### config.mk
export PLATFORM = sky130hd
export DESIGN_NAME = noc_csr_top
export DESIGN_NICKNAME = d
export VERILOG_FILES = /design/src/hdl/noc_csr_pkg.sv /design/src/hdl/noc_csr_top.sv /design/src/hdl/irq_combiner.sv /design/src/hdl/vc_rd_buffers.sv /design/src/hdl/csr_regfile.sv
export SDC_FILE = /design/constraint.sdc
export NUM_CORES = 1
export LEC_CHECK = 0
export BUFFER_PORTS_ARGS = -buffer_cell sky130_fd_sc_hd__buf_2
export CAP_MARGIN = 0
export CORE_ASPECT_RATIO = 0.9
export CORE_UTILIZATION = 42
export CTS_CLUSTER_DIAMETER = 200
export DETAILED_ROUTE_END_ITERATION = 12
export GPL_ROUTABILITY_DRIVEN = 0
export GPL_TIMING_DRIVEN = 1
export PLACE_DENSITY = 0.65
export SLEW_MARGIN = 20
export SYNTH_ARGS = -nofsm -noshare
export SYNTH_HDL_FRONTEND = slang
export SYNTH_SLANG_ARGS = --single-unit
### constraint.sdc
create_clock -name clk_axi -period 4.55 [get_ports clk_axi]
set_input_delay 0.6825 -clock clk_axi [delete_from_list [all_inputs] [get_ports clk_axi]]
set_output_delay 0.6825 -clock clk_axi [all_outputs]
set_load 0.01 [all_outputs]
### src/hdl/noc_csr_pkg.sv
/*
  NoC network interface status and interrupt package.
  Holds the channel count, data widths, register window base,
  register offsets and the interrupt source encodings shared by
  the register file, the read buffers and the interrupt combiner.
*/
package noc_csr_pkg;

  // Number of virtual channels served by this network interface.
  localparam int N_VIRT_CHN = 3;

  // Width of the channel select fields on the flit ports.
  localparam int VC_W = 2;

  // Width of one flit payload word.
  localparam int FLIT_W = 32;

  // Number of flits each per-channel read buffer can hold.
  localparam int BUFF_DEPTH = 4;

  // Buffer pointer width and occupancy counter width.
  // The counter needs one extra state to tell full from empty.
  localparam int PTR_W = $clog2(BUFF_DEPTH);
  localparam int CNT_W = $clog2(BUFF_DEPTH + 1);

  // Width of the occupancy value reported to the combiner.
  localparam int OCUP_W = 16;

  // Byte address where the register window starts.
  // All register offsets below are relative to this address.
  localparam logic [31:0] CSR_BASE_ADDR = 32'h0000_1000;

  // Constant returned by a read of the version register.
  localparam logic [31:0] NOC_VERSION_LABEL = 32'h4E43_0102;

  // Register offsets inside the window.
  // Anything not listed here decodes as an unknown register.
  typedef enum logic [7:0] {
    NOC_VERSION     = 8'h00,
    ROUTER_ROW_X_ID = 8'h04,
    ROUTER_COL_Y_ID = 8'h08,
    IRQ_RD_STATUS   = 8'h0C,
    IRQ_RD_MUX      = 8'h10,
    IRQ_RD_MASK     = 8'h14
  } csr_addr_t;

  // Interrupt source selection held in the mux register.
  // IRQ_NOT_EMPTY fires on any non-empty channel and ignores the mask.
  // IRQ_EMPTY_MASKED fires on a non-empty channel whose mask bit is set.
  // IRQ_FULL_MASKED fires on a full channel whose mask bit is set.
  // IRQ_OCUP_CMP fires when the channel occupancy reaches the mask value.
  typedef enum logic [1:0] {
    IRQ_NOT_EMPTY    = 2'd0,
    IRQ_EMPTY_MASKED = 2'd1,
    IRQ_FULL_MASKED  = 2'd2,
    IRQ_OCUP_CMP     = 2'd3
  } irq_mode_t;

endpackage
### src/hdl/noc_csr_top.sv
/*
  Status and interrupt block of a router network interface.
  Joins the register file, the per channel read buffers and the
  interrupt combiner.
*/
module noc_csr_top import noc_csr_pkg::*; #(
  parameter int unsigned ROUTER_X_ID = 0,
  parameter int unsigned ROUTER_Y_ID = 0
) (
  input  logic                  clk_axi,
  input  logic                  arst_axi,
  // Register access port.
  input  logic                  csr_req_i,
  input  logic                  csr_wr_i,
  input  logic [31:0]           csr_addr_i,
  input  logic [31:0]           csr_wdata_i,
  output logic                  csr_ack_o,
  output logic [31:0]           csr_rdata_o,
  output logic                  csr_err_o,
  // Flit input.
  input  logic                  in_valid_i,
  input  logic [VC_W-1:0]       in_vc_i,
  input  logic [FLIT_W-1:0]     in_data_i,
  output logic                  in_ready_o,
  // Flit output.
  input  logic [VC_W-1:0]       out_vc_i,
  input  logic                  out_ready_i,
  output logic                  out_valid_o,
  output logic [FLIT_W-1:0]     out_data_o,
  // Interrupts.
  output logic [N_VIRT_CHN-1:0] irq_vcs_o,
  output logic                  irq_trig_o
);

  // Interrupt configuration from the register file.
  irq_mode_t   irq_mode;
  logic [31:0] irq_mask;

  // Buffer status.
  logic [N_VIRT_CHN-1:0]             empty;
  logic [N_VIRT_CHN-1:0]             full;
  logic [N_VIRT_CHN-1:0][OCUP_W-1:0] ocup;
  logic [N_VIRT_CHN-1:0]             nonempty;

  csr_regfile #(
    .ROUTER_X_ID (ROUTER_X_ID),
    .ROUTER_Y_ID (ROUTER_Y_ID)
  ) u_csr_regfile (
    .clk_axi     (clk_axi),
    .arst_axi    (arst_axi),
    .csr_req_i   (csr_req_i),
    .csr_wr_i    (csr_wr_i),
    .csr_addr_i  (csr_addr_i),
    .csr_wdata_i (csr_wdata_i),
    .csr_ack_o   (csr_ack_o),
    .csr_rdata_o (csr_rdata_o),
    .csr_err_o   (csr_err_o),
    .nonempty_i  (nonempty),
    .irq_mode_o  (irq_mode),
    .irq_mask_o  (irq_mask)
  );

  vc_rd_buffers u_vc_rd_buffers (
    .clk_axi     (clk_axi),
    .arst_axi    (arst_axi),
    .in_valid_i  (in_valid_i),
    .in_vc_i     (in_vc_i),
    .in_data_i   (in_data_i),
    .in_ready_o  (in_ready_o),
    .out_vc_i    (out_vc_i),
    .out_ready_i (out_ready_i),
    .out_valid_o (out_valid_o),
    .out_data_o  (out_data_o),
    .empty_o     (empty),
    .full_o      (full),
    .ocup_o      (ocup)
  );

  // The combiner also feeds the status register with the non-empty map.
  irq_combiner u_irq_combiner (
    .irq_mode_i  (irq_mode),
    .irq_mask_i  (irq_mask),
    .empty_i     (empty),
    .full_i      (full),
    .ocup_i      (ocup),
    .nonempty_o  (nonempty),
    .irq_vcs_o   (irq_vcs_o),
    .irq_trig_o  (irq_trig_o)
  );

endmodule

### src/hdl/irq_combiner.sv
/*
  Interrupt combiner.
  Merges the interrupt mode and mask with the buffer flags into one
  interrupt per channel and a summary trigger, and provides the
  non-empty bitmap shown in the status register.
*/
module irq_combiner import noc_csr_pkg::*; (
  input  irq_mode_t                         irq_mode_i,
  input  logic [31:0]                       irq_mask_i,
  input  logic [N_VIRT_CHN-1:0]             empty_i,
  input  logic [N_VIRT_CHN-1:0]             full_i,
  input  logic [N_VIRT_CHN-1:0][OCUP_W-1:0] ocup_i,
  output logic [N_VIRT_CHN-1:0]             nonempty_o,
  output logic [N_VIRT_CHN-1:0]             irq_vcs_o,
  output logic                              irq_trig_o
);

  // A channel holding at least one flit.
  assign nonempty_o = ~empty_i;

  // Per channel interrupt source selection.
  // The logic is purely combinational, so interrupts follow the flags
  // and the registers with no extra delay.
  always_comb begin
    for (int i = 0; i < N_VIRT_CHN; i++) begin
      case (irq_mode_i)
        IRQ_NOT_EMPTY: begin
          irq_vcs_o[i] = nonempty_o[i];
        end
        IRQ_EMPTY_MASKED: begin
          irq_vcs_o[i] = nonempty_o[i] && irq_mask_i[i];
        end
        IRQ_FULL_MASKED: begin
          irq_vcs_o[i] = full_i[i] && irq_mask_i[i];
        end
        IRQ_OCUP_CMP: begin
          // Here the whole mask word acts as an occupancy threshold.
          irq_vcs_o[i] = (32'(ocup_i[i]) >= irq_mask_i);
        end
        default: begin
          // Fall back to the reset behaviour.
          irq_vcs_o[i] = nonempty_o[i];
        end
      endcase
    end
  end

  // Any channel interrupt raises the summary line.
  assign irq_trig_o = |irq_vcs_o;

endmodule

### src/hdl/vc_rd_buffers.sv
/*
  Per virtual channel read buffers.
  Stores flits arriving from the network in one circular FIFO per
  channel, lets the host pop them first-word-fall-through and
  reports empty, full and occupancy for every channel.
*/
module vc_rd_buffers import noc_csr_pkg::*; (
  input  logic                              clk_axi,
  input  logic                              arst_axi,
  // Flit input from the network.
  input  logic                              in_valid_i,
  input  logic [VC_W-1:0]                   in_vc_i,
  input  logic [FLIT_W-1:0]                 in_data_i,
  output logic                              in_ready_o,
  // Flit output towards the host.
  input  logic [VC_W-1:0]                   out_vc_i,
  input  logic                              out_ready_i,
  output logic                              out_valid_o,
  output logic [FLIT_W-1:0]                 out_data_o,
  // Per channel status.
  output logic [N_VIRT_CHN-1:0]             empty_o,
  output logic [N_VIRT_CHN-1:0]             full_o,
  output logic [N_VIRT_CHN-1:0][OCUP_W-1:0] ocup_o
);

  // Flit storage, one row per channel.
  logic [FLIT_W-1:0] mem [N_VIRT_CHN][BUFF_DEPTH];

  // Pointers and fill counts.
  logic [N_VIRT_CHN-1:0][PTR_W-1:0] wr_ptr_ff;
  logic [N_VIRT_CHN-1:0][PTR_W-1:0] rd_ptr_ff;
  logic [N_VIRT_CHN-1:0][CNT_W-1:0] cnt_ff;

  // Per channel transfer strobes for this cycle.
  logic [N_VIRT_CHN-1:0] push;
  logic [N_VIRT_CHN-1:0] pop;

  // Status flags come straight from the registered counts.
  // They therefore move one cycle after the push or pop edge.
  always_comb begin
    for (int i = 0; i < N_VIRT_CHN; i++) begin
      empty_o[i] = (cnt_ff[i] == '0);
      full_o[i]  = (cnt_ff[i] == CNT_W'(BUFF_DEPTH));
      ocup_o[i]  = OCUP_W'(cnt_ff[i]);
    end
  end

  // Channel selection on both sides.
  // A channel number with no buffer behind it matches no loop index,
  // so it is never ready on input and never valid on output.
  always_comb begin
    in_ready_o  = 1'b0;
    out_valid_o = 1'b0;
    out_data_o  = '0;
    for (int i = 0; i < N_VIRT_CHN; i++) begin
      if (in_vc_i == VC_W'(i)) begin
        in_ready_o = !full_o[i];
      end
      if (out_vc_i == VC_W'(i)) begin
        out_valid_o = !empty_o[i];
        // Head of the queue is shown before it is popped.
        out_data_o  = mem[i][rd_ptr_ff[i]];
      end
    end
  end

  // Transfers happen only where valid and ready meet.
  always_comb begin
    for (int i = 0; i < N_VIRT_CHN; i++) begin
      push[i] = in_valid_i && in_ready_o && (in_vc_i == VC_W'(i));
      pop[i]  = out_valid_o && out_ready_i && (out_vc_i == VC_W'(i));
    end
  end

  // Payload write.
  always_ff @(posedge clk_axi) begin
    for (int i = 0; i < N_VIRT_CHN; i++) begin
      if (push[i]) begin
        mem[i][wr_ptr_ff[i]] <= in_data_i;
      end
    end
  end

  // Pointer and count update.
  // A push and a pop on the same channel in one cycle cancel in the count.
  always_ff @(posedge clk_axi or posedge arst_axi) begin
    if (arst_axi) begin
      wr_ptr_ff <= '0;
      rd_ptr_ff <= '0;
      cnt_ff    <= '0;
    end else begin
      for (int i = 0; i < N_VIRT_CHN; i++) begin
        if (push[i]) begin
          wr_ptr_ff[i] <= (wr_ptr_ff[i] == PTR_W'(BUFF_DEPTH - 1)) ?
                          '0 : wr_ptr_ff[i] + 1'b1;
        end
        if (pop[i]) begin
          rd_ptr_ff[i] <= (rd_ptr_ff[i] == PTR_W'(BUFF_DEPTH - 1)) ?
                          '0 : rd_ptr_ff[i] + 1'b1;
        end
        case ({push[i], pop[i]})
          2'b10:   cnt_ff[i] <= cnt_ff[i] + 1'b1;
          2'b01:   cnt_ff[i] <= cnt_ff[i] - 1'b1;
          default: cnt_ff[i] <= cnt_ff[i];
        endcase
      end
    end
  end

endmodule

### src/hdl/csr_regfile.sv
/*
  Control and status register file of the network interface.
  Serves single-word four-phase req/ack accesses, returns the version,
  router position and buffer status words, and holds the interrupt
  mode and mask registers used by the interrupt combiner.
*/
module csr_regfile import noc_csr_pkg::*; #(
  parameter int unsigned ROUTER_X_ID = 0,
  parameter int unsigned ROUTER_Y_ID = 0
) (
  input  logic                  clk_axi,
  input  logic                  arst_axi,
  // Four-phase register access port.
  input  logic                  csr_req_i,
  input  logic                  csr_wr_i,
  input  logic [31:0]           csr_addr_i,
  input  logic [31:0]           csr_wdata_i,
  output logic                  csr_ack_o,
  output logic [31:0]           csr_rdata_o,
  output logic                  csr_err_o,
  // Buffer status seen through the status register.
  input  logic [N_VIRT_CHN-1:0] nonempty_i,
  // Interrupt configuration for the combiner.
  output irq_mode_t             irq_mode_o,
  output logic [31:0]           irq_mask_o
);

  // Handshake and response registers.
  logic        ack_ff;
  logic [31:0] rdata_ff;
  logic        err_ff;

  // Interrupt configuration registers.
  irq_mode_t   irq_mode_ff;
  logic [31:0] irq_mask_ff;

  // Decode results for the current request.
  logic [31:0] offset;
  csr_addr_t   reg_sel;
  logic        in_window;
  logic [31:0] rd_data;
  logic        rd_err;
  logic        wr_err;
  logic        sel_mode;
  logic        sel_mask;

  // A new access starts when req is seen high while ack is still low.
  // The host only raises req after ack has dropped, so this is a single edge.
  logic        start;

  assign start = csr_req_i && !ack_ff;

  // Address decode.
  // The base address is removed first and only the low byte names a register.
  // Any offset with upper bits set lies outside the window and is unknown.
  always_comb begin
    offset    = csr_addr_i - CSR_BASE_ADDR;
    reg_sel   = csr_addr_t'(offset[7:0]);
    in_window = (offset[31:8] == '0);
    rd_data   = '0;
    rd_err    = 1'b0;
    sel_mode  = 1'b0;
    sel_mask  = 1'b0;

    if (!in_window) begin
      rd_err = 1'b1;
    end else begin
      case (reg_sel)
        NOC_VERSION:     rd_data = NOC_VERSION_LABEL;
        ROUTER_ROW_X_ID: rd_data = 32'(ROUTER_X_ID);
        ROUTER_COL_Y_ID: rd_data = 32'(ROUTER_Y_ID);
        // One bit per channel, set while that channel holds a flit.
        IRQ_RD_STATUS:   rd_data = 32'(nonempty_i);
        IRQ_RD_MUX: begin
          // Only the two mode bits exist, the rest read as zero.
          rd_data  = 32'(irq_mode_ff);
          sel_mode = 1'b1;
        end
        IRQ_RD_MASK: begin
          rd_data  = irq_mask_ff;
          sel_mask = 1'b1;
        end
        default:         rd_err = 1'b1;
      endcase
    end

    // Only the mux and mask registers accept writes.
    // Every other offset, known or not, answers a write with an error.
    wr_err = !(sel_mode || sel_mask);
  end

  // Four-phase handshake.
  // Ack rises on the edge that starts an access and falls on the first
  // edge that sees req low. Read data and error are captured with the
  // rising ack and held stable until the next access.
  always_ff @(posedge clk_axi or posedge arst_axi) begin
    if (arst_axi) begin
      ack_ff   <= 1'b0;
      rdata_ff <= '0;
      err_ff   <= 1'b0;
    end else begin
      if (start) begin
        ack_ff <= 1'b1;
        if (csr_wr_i) begin
          // Writes never return data.
          rdata_ff <= '0;
          err_ff   <= wr_err;
        end else begin
          rdata_ff <= rd_data;
          err_ff   <= rd_err;
        end
      end else if (!csr_req_i) begin
        ack_ff <= 1'b0;
      end
    end
  end

  // Mode and mask registers.
  // A write lands on the same edge that raises ack.
  // After reset every channel is enabled in the not-empty mode.
  always_ff @(posedge clk_axi or posedge arst_axi) begin
    if (arst_axi) begin
      irq_mode_ff <= IRQ_NOT_EMPTY;
      irq_mask_ff <= '1;
    end else if (start && csr_wr_i) begin
      if (sel_mode) begin
        irq_mode_ff <= irq_mode_t'(csr_wdata_i[1:0]);
      end
      if (sel_mask) begin
        irq_mask_ff <= csr_wdata_i;
      end
    end
  end

  assign csr_ack_o   = ack_ff;
  assign csr_rdata_o = rdata_ff;
  assign csr_err_o   = err_ff;

  assign irq_mode_o  = irq_mode_ff;
  assign irq_mask_o  = irq_mask_ff;

endmodule

Word-level counts from Yosys, hierarchy flattened
Memory sizes are Yosys's and may differ from the RTL's.
Index checks and enable logic that the tools add are counted.
{"block": "totals", "register_bits": 89, "romBits": 0, "latchBits": 0, "mem_bits_rw": 384, "out_inout_bits": 72, "mem_count": 1}
{"memory": "u_vc_rd_buffers.mem", "words": 3, "width": 128, "read_ports": 3, "rd_ports_with_merged_regs": 0, "wr": 1, "line_no": "vc_rd_buffers.sv:27", "rtl": "logic [FLIT_W-1:0] mem [N_VIRT_CHN][BUFF_DEPTH];"}
{"block": "op_classes", "n_mul": 0, "n_lt_le_gt_ge": 12, "n_div": 0, "n_mux": 60, "n_reduce_logical": 45, "bitwise_logic": 7, "eq_ne": 28, "n_addsub": 13, "shift": 0}
{"operator": "$mux W128", "count": 7}
{"operator": "$mux W32", "count": 14}
{"operator": "$reduce_or A128 Y1", "count": 2}
{"operator": "$bmux W32 S2", "count": 3}
{"operator": "$demux W32 S2", "count": 3}
{"operator": "$pmux W32 S4", "count": 1}
{"operator": "$ge A3 B32 Y1", "count": 3}
{"operator": "$sub A32 B13 Y32 const B", "count": 1}
{"operator": "$eq A2 B2 Y1 const B", "count": 13}
{"operator": "$logic_not A24 Y1", "count": 1}
{"operator": "$logic_and A1 B1 Y1", "count": 19}
{"operator": "$ge A3 B3 Y1 const B", "count": 6}
{"operator": "$mux W1", "count": 18}
{"operator": "$not A2 Y3", "count": 6}
{"operator": "$pmux W3 S2", "count": 3}
{"operator": "$eq A8 B4 Y1 const B", "count": 2}
{"operator": "$eq A8 B5 Y1 const B", "count": 2}
{"operator": "$mux W2", "count": 8}
{"operator": "$add A2 B1 Y2 const B", "count": 6}
{"operator": "$eq A2 B1 Y1 const B", "count": 6}
{"operator": "$pmux W1 S4", "count": 3}
{"operator": "$add A3 B1 Y3 const B", "count": 3}
{"operator": "$eq A3 B3 Y1 const B", "count": 3}
{"operator": "$logic_not A3 Y1", "count": 3}
{"operator": "13 further kinds", "count": 29}

Depth between registers and ports, before layout
{"block": "logic_depth", "ltp_word": 12, "depth_mapped": 11, "ltp_nobuf": 11}

Hierarchy
A second synthesis with hierarchy kept.
{"block": "hier_totals", "hier_cells": 1231, "area_unflattened_um2": 20729.9}
{"module": "vc_rd_buffers", "instances": 1, "cells_each": 781, "area_each_um2": 16235.6, "seq_area_each_um2": 12056.6}
{"module": "csr_regfile", "instances": 1, "cells_each": 287, "area_each_um2": 3238.1, "seq_area_each_um2": 1741.7}
{"module": "irq_combiner", "instances": 1, "cells_each": 163, "area_each_um2": 1256.2, "seq_area_each_um2": 0.0}

Worst setup path after synthesis
OpenSTA, ideal clock, no wires.
{"block": "synth_timing", "kind": "input to register", "start": "in in_valid_i", "end": "mem u_vc_rd_buffers.mem[0][0] (netlist bit) (enable)", "t_arrival_ps": 2532, "path_buffers": 0, "path_stages": 3, "setup_slack_ps": 1625, "required_ps": 4158, "cell_sequence": "inv_1 > a2111oi_0 > and2_1"}
{"block": "synth_between", "elab_chain_len": 7}
{"element": "start, declared", "line_no": "noc_csr_top.sv:21", "rtl": "input logic in_valid_i,"}
{"element": "$logic_and A1 B1 Y1 *", "line_no": "vc_rd_buffers.sv:70", "rtl": "push[i] = in_valid_i && in_ready_o && (in_vc_i == VC_W'(i));"}
{"element": "$logic_and A1 B1 Y1", "line_no": "vc_rd_buffers.sv:70"}
{"element": "$mux W1", "line_no": "vc_rd_buffers.sv:78", "rtl": "if (push[i]) begin"}
{"element": "$mux W128 (not written as such)", "line_no": "vc_rd_buffers.sv:79", "rtl": "mem[i][wr_ptr_ff[i]] <= in_data_i;"}
{"element": "$reduce_or A128 Y1 (no source line)"}
{"element": "$mux W2 (no source line) / $mux W128 (equally long branches) (2 in a row)"}
{"element": "end, declared", "line_no": "vc_rd_buffers.sv:27"}
Mark *: on every way between the ends. The rest lies on a longest branch, timed or not.

Worst setup path after layout
{"block": "layout_timing", "start": "reg u_vc_rd_buffers.rd_ptr_ff[4] (netlist bit)", "end": "out out_data_o[27]"}
{"block": "layout_between", "elab_chain_len": 5}
{"element": "start, declared", "line_no": "vc_rd_buffers.sv:31", "rtl": "logic [N_VIRT_CHN-1:0][PTR_W-1:0] rd_ptr_ff;"}
{"element": "start signal, assigned by index", "line_no": "vc_rd_buffers.sv:98", "rtl": "rd_ptr_ff[i] <= (rd_ptr_ff[i] == PTR_W'(BUFF_DEPTH - 1)) ?"}
{"element": "$not A2 Y3 (not written as such)", "line_no": "vc_rd_buffers.sv:62", "rtl": "out_data_o = mem[i][rd_ptr_ff[i]];"}
{"element": "$bmux W32 S2", "line_no": "vc_rd_buffers.sv:62"}
{"element": "$mux W32 (not written as such) (2 in a row)", "line_no": "vc_rd_buffers.sv:62"}
{"element": "$mux W32", "line_no": "vc_rd_buffers.sv:59", "rtl": "if (out_vc_i == VC_W'(i)) begin"}
{"element": "end, declared", "line_no": "noc_csr_top.sv:29", "rtl": "output logic [FLIT_W-1:0] out_data_o,"}
No other way between the ends. The select of a mux whose other input is x is not followed.

==> out/qor.yml <==
result_of_the_run: "completed"
critical_path.cell_chain: "buf_4, mux4_2, inv_1, o22ai_1, buf_2"
die-area_um2: 46100
drtAntennaViolNets: 0
grt_overflow_total: 0
synth.ff_latch_count: 473
wl_per_cell_um: 22.5
syn_nets: 1147
cells_after_synthesis: 1008
met2_usage: 0.290
ctsResizeCount: 0
use_met1: 0.260
io_buffers: 177
antenna_found_initial: 3
clk_root_buffer_cell: "clkbuf_16"
seq_area_um2: 13800
share_of_the_synthesized_area_in_the_top_cell_type: 0.607
worst_hold_path.endpoint: "u_csr_regfile.csr_ack_o"
yosys.area.top_type: "edfxtp_1"
global_route.peak_usage_layer: "met2"
setup_viol: 0
ir_worst_vdd_uv: 330
worstHoldPathType: "primary input to register"
required_time_at_the_worst_slack_endpoint_ps: 3870
post_synth_instance_area_um2: 19000
yosys-top-cells-area: "edfxtp_1, mux4_2, dfrtp_1"
period_needed_ps: 3610
grt_first_pass_wirelength_um: 62400
yosysWarningCount: 0
drt_wl_total_um: 41400
final-hold-violation-count: 0
synthToLayoutAreaGrowth_pct: 16.3
htreeDepth: 2
clock_sink_count: 473
use_met3: 0.0300
reg2reg_from: "u_csr_regfile.csr_ack_o"
clock_insertion_delay_worst_skew_ps: 590
core_area_um2: 44400
worst_hold_startpoint: "csr_req_i"
die-width_um: 226
starting_density_of_the_core: 0.428
tritoncts_clock_tree: "built"
filler_cell_count: 3659
post_route_cells_drive_above_1_share: 0.359
r2r-end: "u_csr_regfile.csr_rdata_o[10]"
crit_path_start_kind: "register"
drt_iter0_drc: 703
arrival_ps: 2920
synth_edf_count: 384
ios: 178
min_period_over_period: 0.793
postSynthAreaPerCell_um2: 18.8
dr_total_vias: 9867
f_max_mhz: 277
register_to_register_path_setup_slack_ps: 1730
hold_path_depth: 1
p_leak_nw: 8.07
maxCapViolCount: 0
drt_drc_violations_left: 0
multi_input_area_um2: 4800
crit_path_max_fanout: 23
reg2reg_depth: 6
clk_pin_slew_ps: 60
cts_buf_count: 47
worst_slew_pin_slew_ps: 1100
grt.total_usage: 0.183
final_common_cell: "edfxtp_1"
netlist-cell-type-count: 44
layout.cells.most_common_list: "edfxtp_1, buf_2, mux4_2"
synthArstFlopShare: 0.188
floorplan.die.height_um: 204
drt-pass1-iter-count: 4
power-per-cell-area_nw_per_um2: 525
max_stage_delay_ps: 940
final_net_count: 1339
vias_in_the_first_global_route: 10200
crit_path_top_delay_cell: "dfrtp_2"
tns_ps: 0
final_worst_setup_slack_ps: 943
crit_type: "register to output pin"
type_of_element_capturing_the_critical_path: "output pin"
slew-limit-headroom: 0.266
grt_setup_unrepaired: "no"
placement.setup.worst_slack_ps: 1190
seq_area_frac_synth: 0.726
clk_path_buf_depth: 3
cts-hold-fix-buffers: 0
fin_skew_ps: 25.5
post-cts-setup-buffer-count: 0
slew_viol_final: 0
grt_start_max_net_pins: 60
floorplan.rows: 73
ys.flop_type: "edfxtp_1"
vias_per_cell: 5.37
dp_hpwl_um: 24200
## Yosys cell counts (11+ instances only)
cell and n:
edfxtp_1 384, mux4_2 96, inv_1 58, dfrtp_1 57, mux2_2 37, mux2i_1 35, o22ai_1 34, dfstp_2 32
clkbuf_1 30, ha_1 30, nand2_1 25, o21ai_0 24, a22o_1 21, nor2_1 19, and2_1 13, buf_1 13
nor4_1 11
## worst max-delay path by stage
stage,start,endpoint,depth (start not counted)
floorplan,arst_axi,u_csr_regfile.csr_ack_o,1
global placement,csr_addr_i[22],u_csr_regfile.csr_rdata_o[5],7
detailed placement,csr_addr_i[22],u_csr_regfile.csr_rdata_o[9],7
CTS,u_vc_rd_buffers.rd_ptr_ff[4],out_data_o[26],5
global route,u_vc_rd_buffers.rd_ptr_ff[4],out_data_o[29],5
finish,u_vc_rd_buffers.rd_ptr_ff[4],out_data_o[27],5
## registers in the layout, summed over array words and instances (netlist names)
name / flops
u_vc_rd_buffers.wr_ptr_ff: 6
u_csr_regfile.irq_mode_o: 2
u_vc_rd_buffers.mem: 384
u_csr_regfile.irq_mask_o: 32
u_csr_regfile.csr_ack_o: 1
u_vc_rd_buffers.ocup_o: 9
u_vc_rd_buffers.rd_ptr_ff: 6
u_csr_regfile.csr_err_o: 1
u_csr_regfile.csr_rdata_o: 32
## cells by family (layout without fill, tap and decap cells)
kind of cell / after synthesis / after routing / share of synthesized area
fa+ha+maj: 33 / 33 / 0.0229
xor+xnor: 10 / 10 / 0.00461
other cells: 0 / 2 / 0
flops: 473 / 473 / 0.726
mux: 172 / 172 / 0.157
simple gates: 105 / 105 / 0.0297
buf+inv: 107 / 335 / 0.0225
compound gates: 108 / 108 / 0.0373
## per-stage QoR
stage	utilization	hold WS, ps	cells	instance area [um2]	power (mW)
6_report	0.498	230	1838	22100	11.6
5_1_grt	0.498	204	1837	22100	12.1
4_1_cts	0.498	198	1836	22100	11.7
3_5_place_dp	0.464	465	1751	20600	7.91
3_3_place_gp	0.464	462	1751	20600	7.87
2_1_floorplan	-	474	1008	19000	7.06
## cell type report
cell class | count | share of cell area
Clock inverter | 24 | 0.0104
Sequential cell | 473 | 0.625
Antenna cell | 2 | 0.000226
Timing Repair Buffer | 192 | 0.0457
Clock buffer | 61 | 0.0579
Multi-Input combinational cell | 428 | 0.217
Tap cell | 600 | 0.0340
Inverter | 58 | 0.00996
## critical path, delay by kind of cell, from the launching register on
kind	cells	cell delay (ps)
buf+inv	3	720
flops	1	940
mux	1	540
compound gates	1	100
## layer usage
layer,vias up,part of all wire
met5,-,0.00031
met4,2,0.024
met3,63,0.048
met2,256,0.47
met1,5159,0.46
li1,4387,-
## report_power, final
group | internal, mW | switching, mW | total [mW]
sequential | 4.98 | 0.339 | 5.32
combinational | 1.24 | 1.23 | 2.47
clock | 2.17 | 1.65 | 3.81
(Power assumes the default switching activity.)
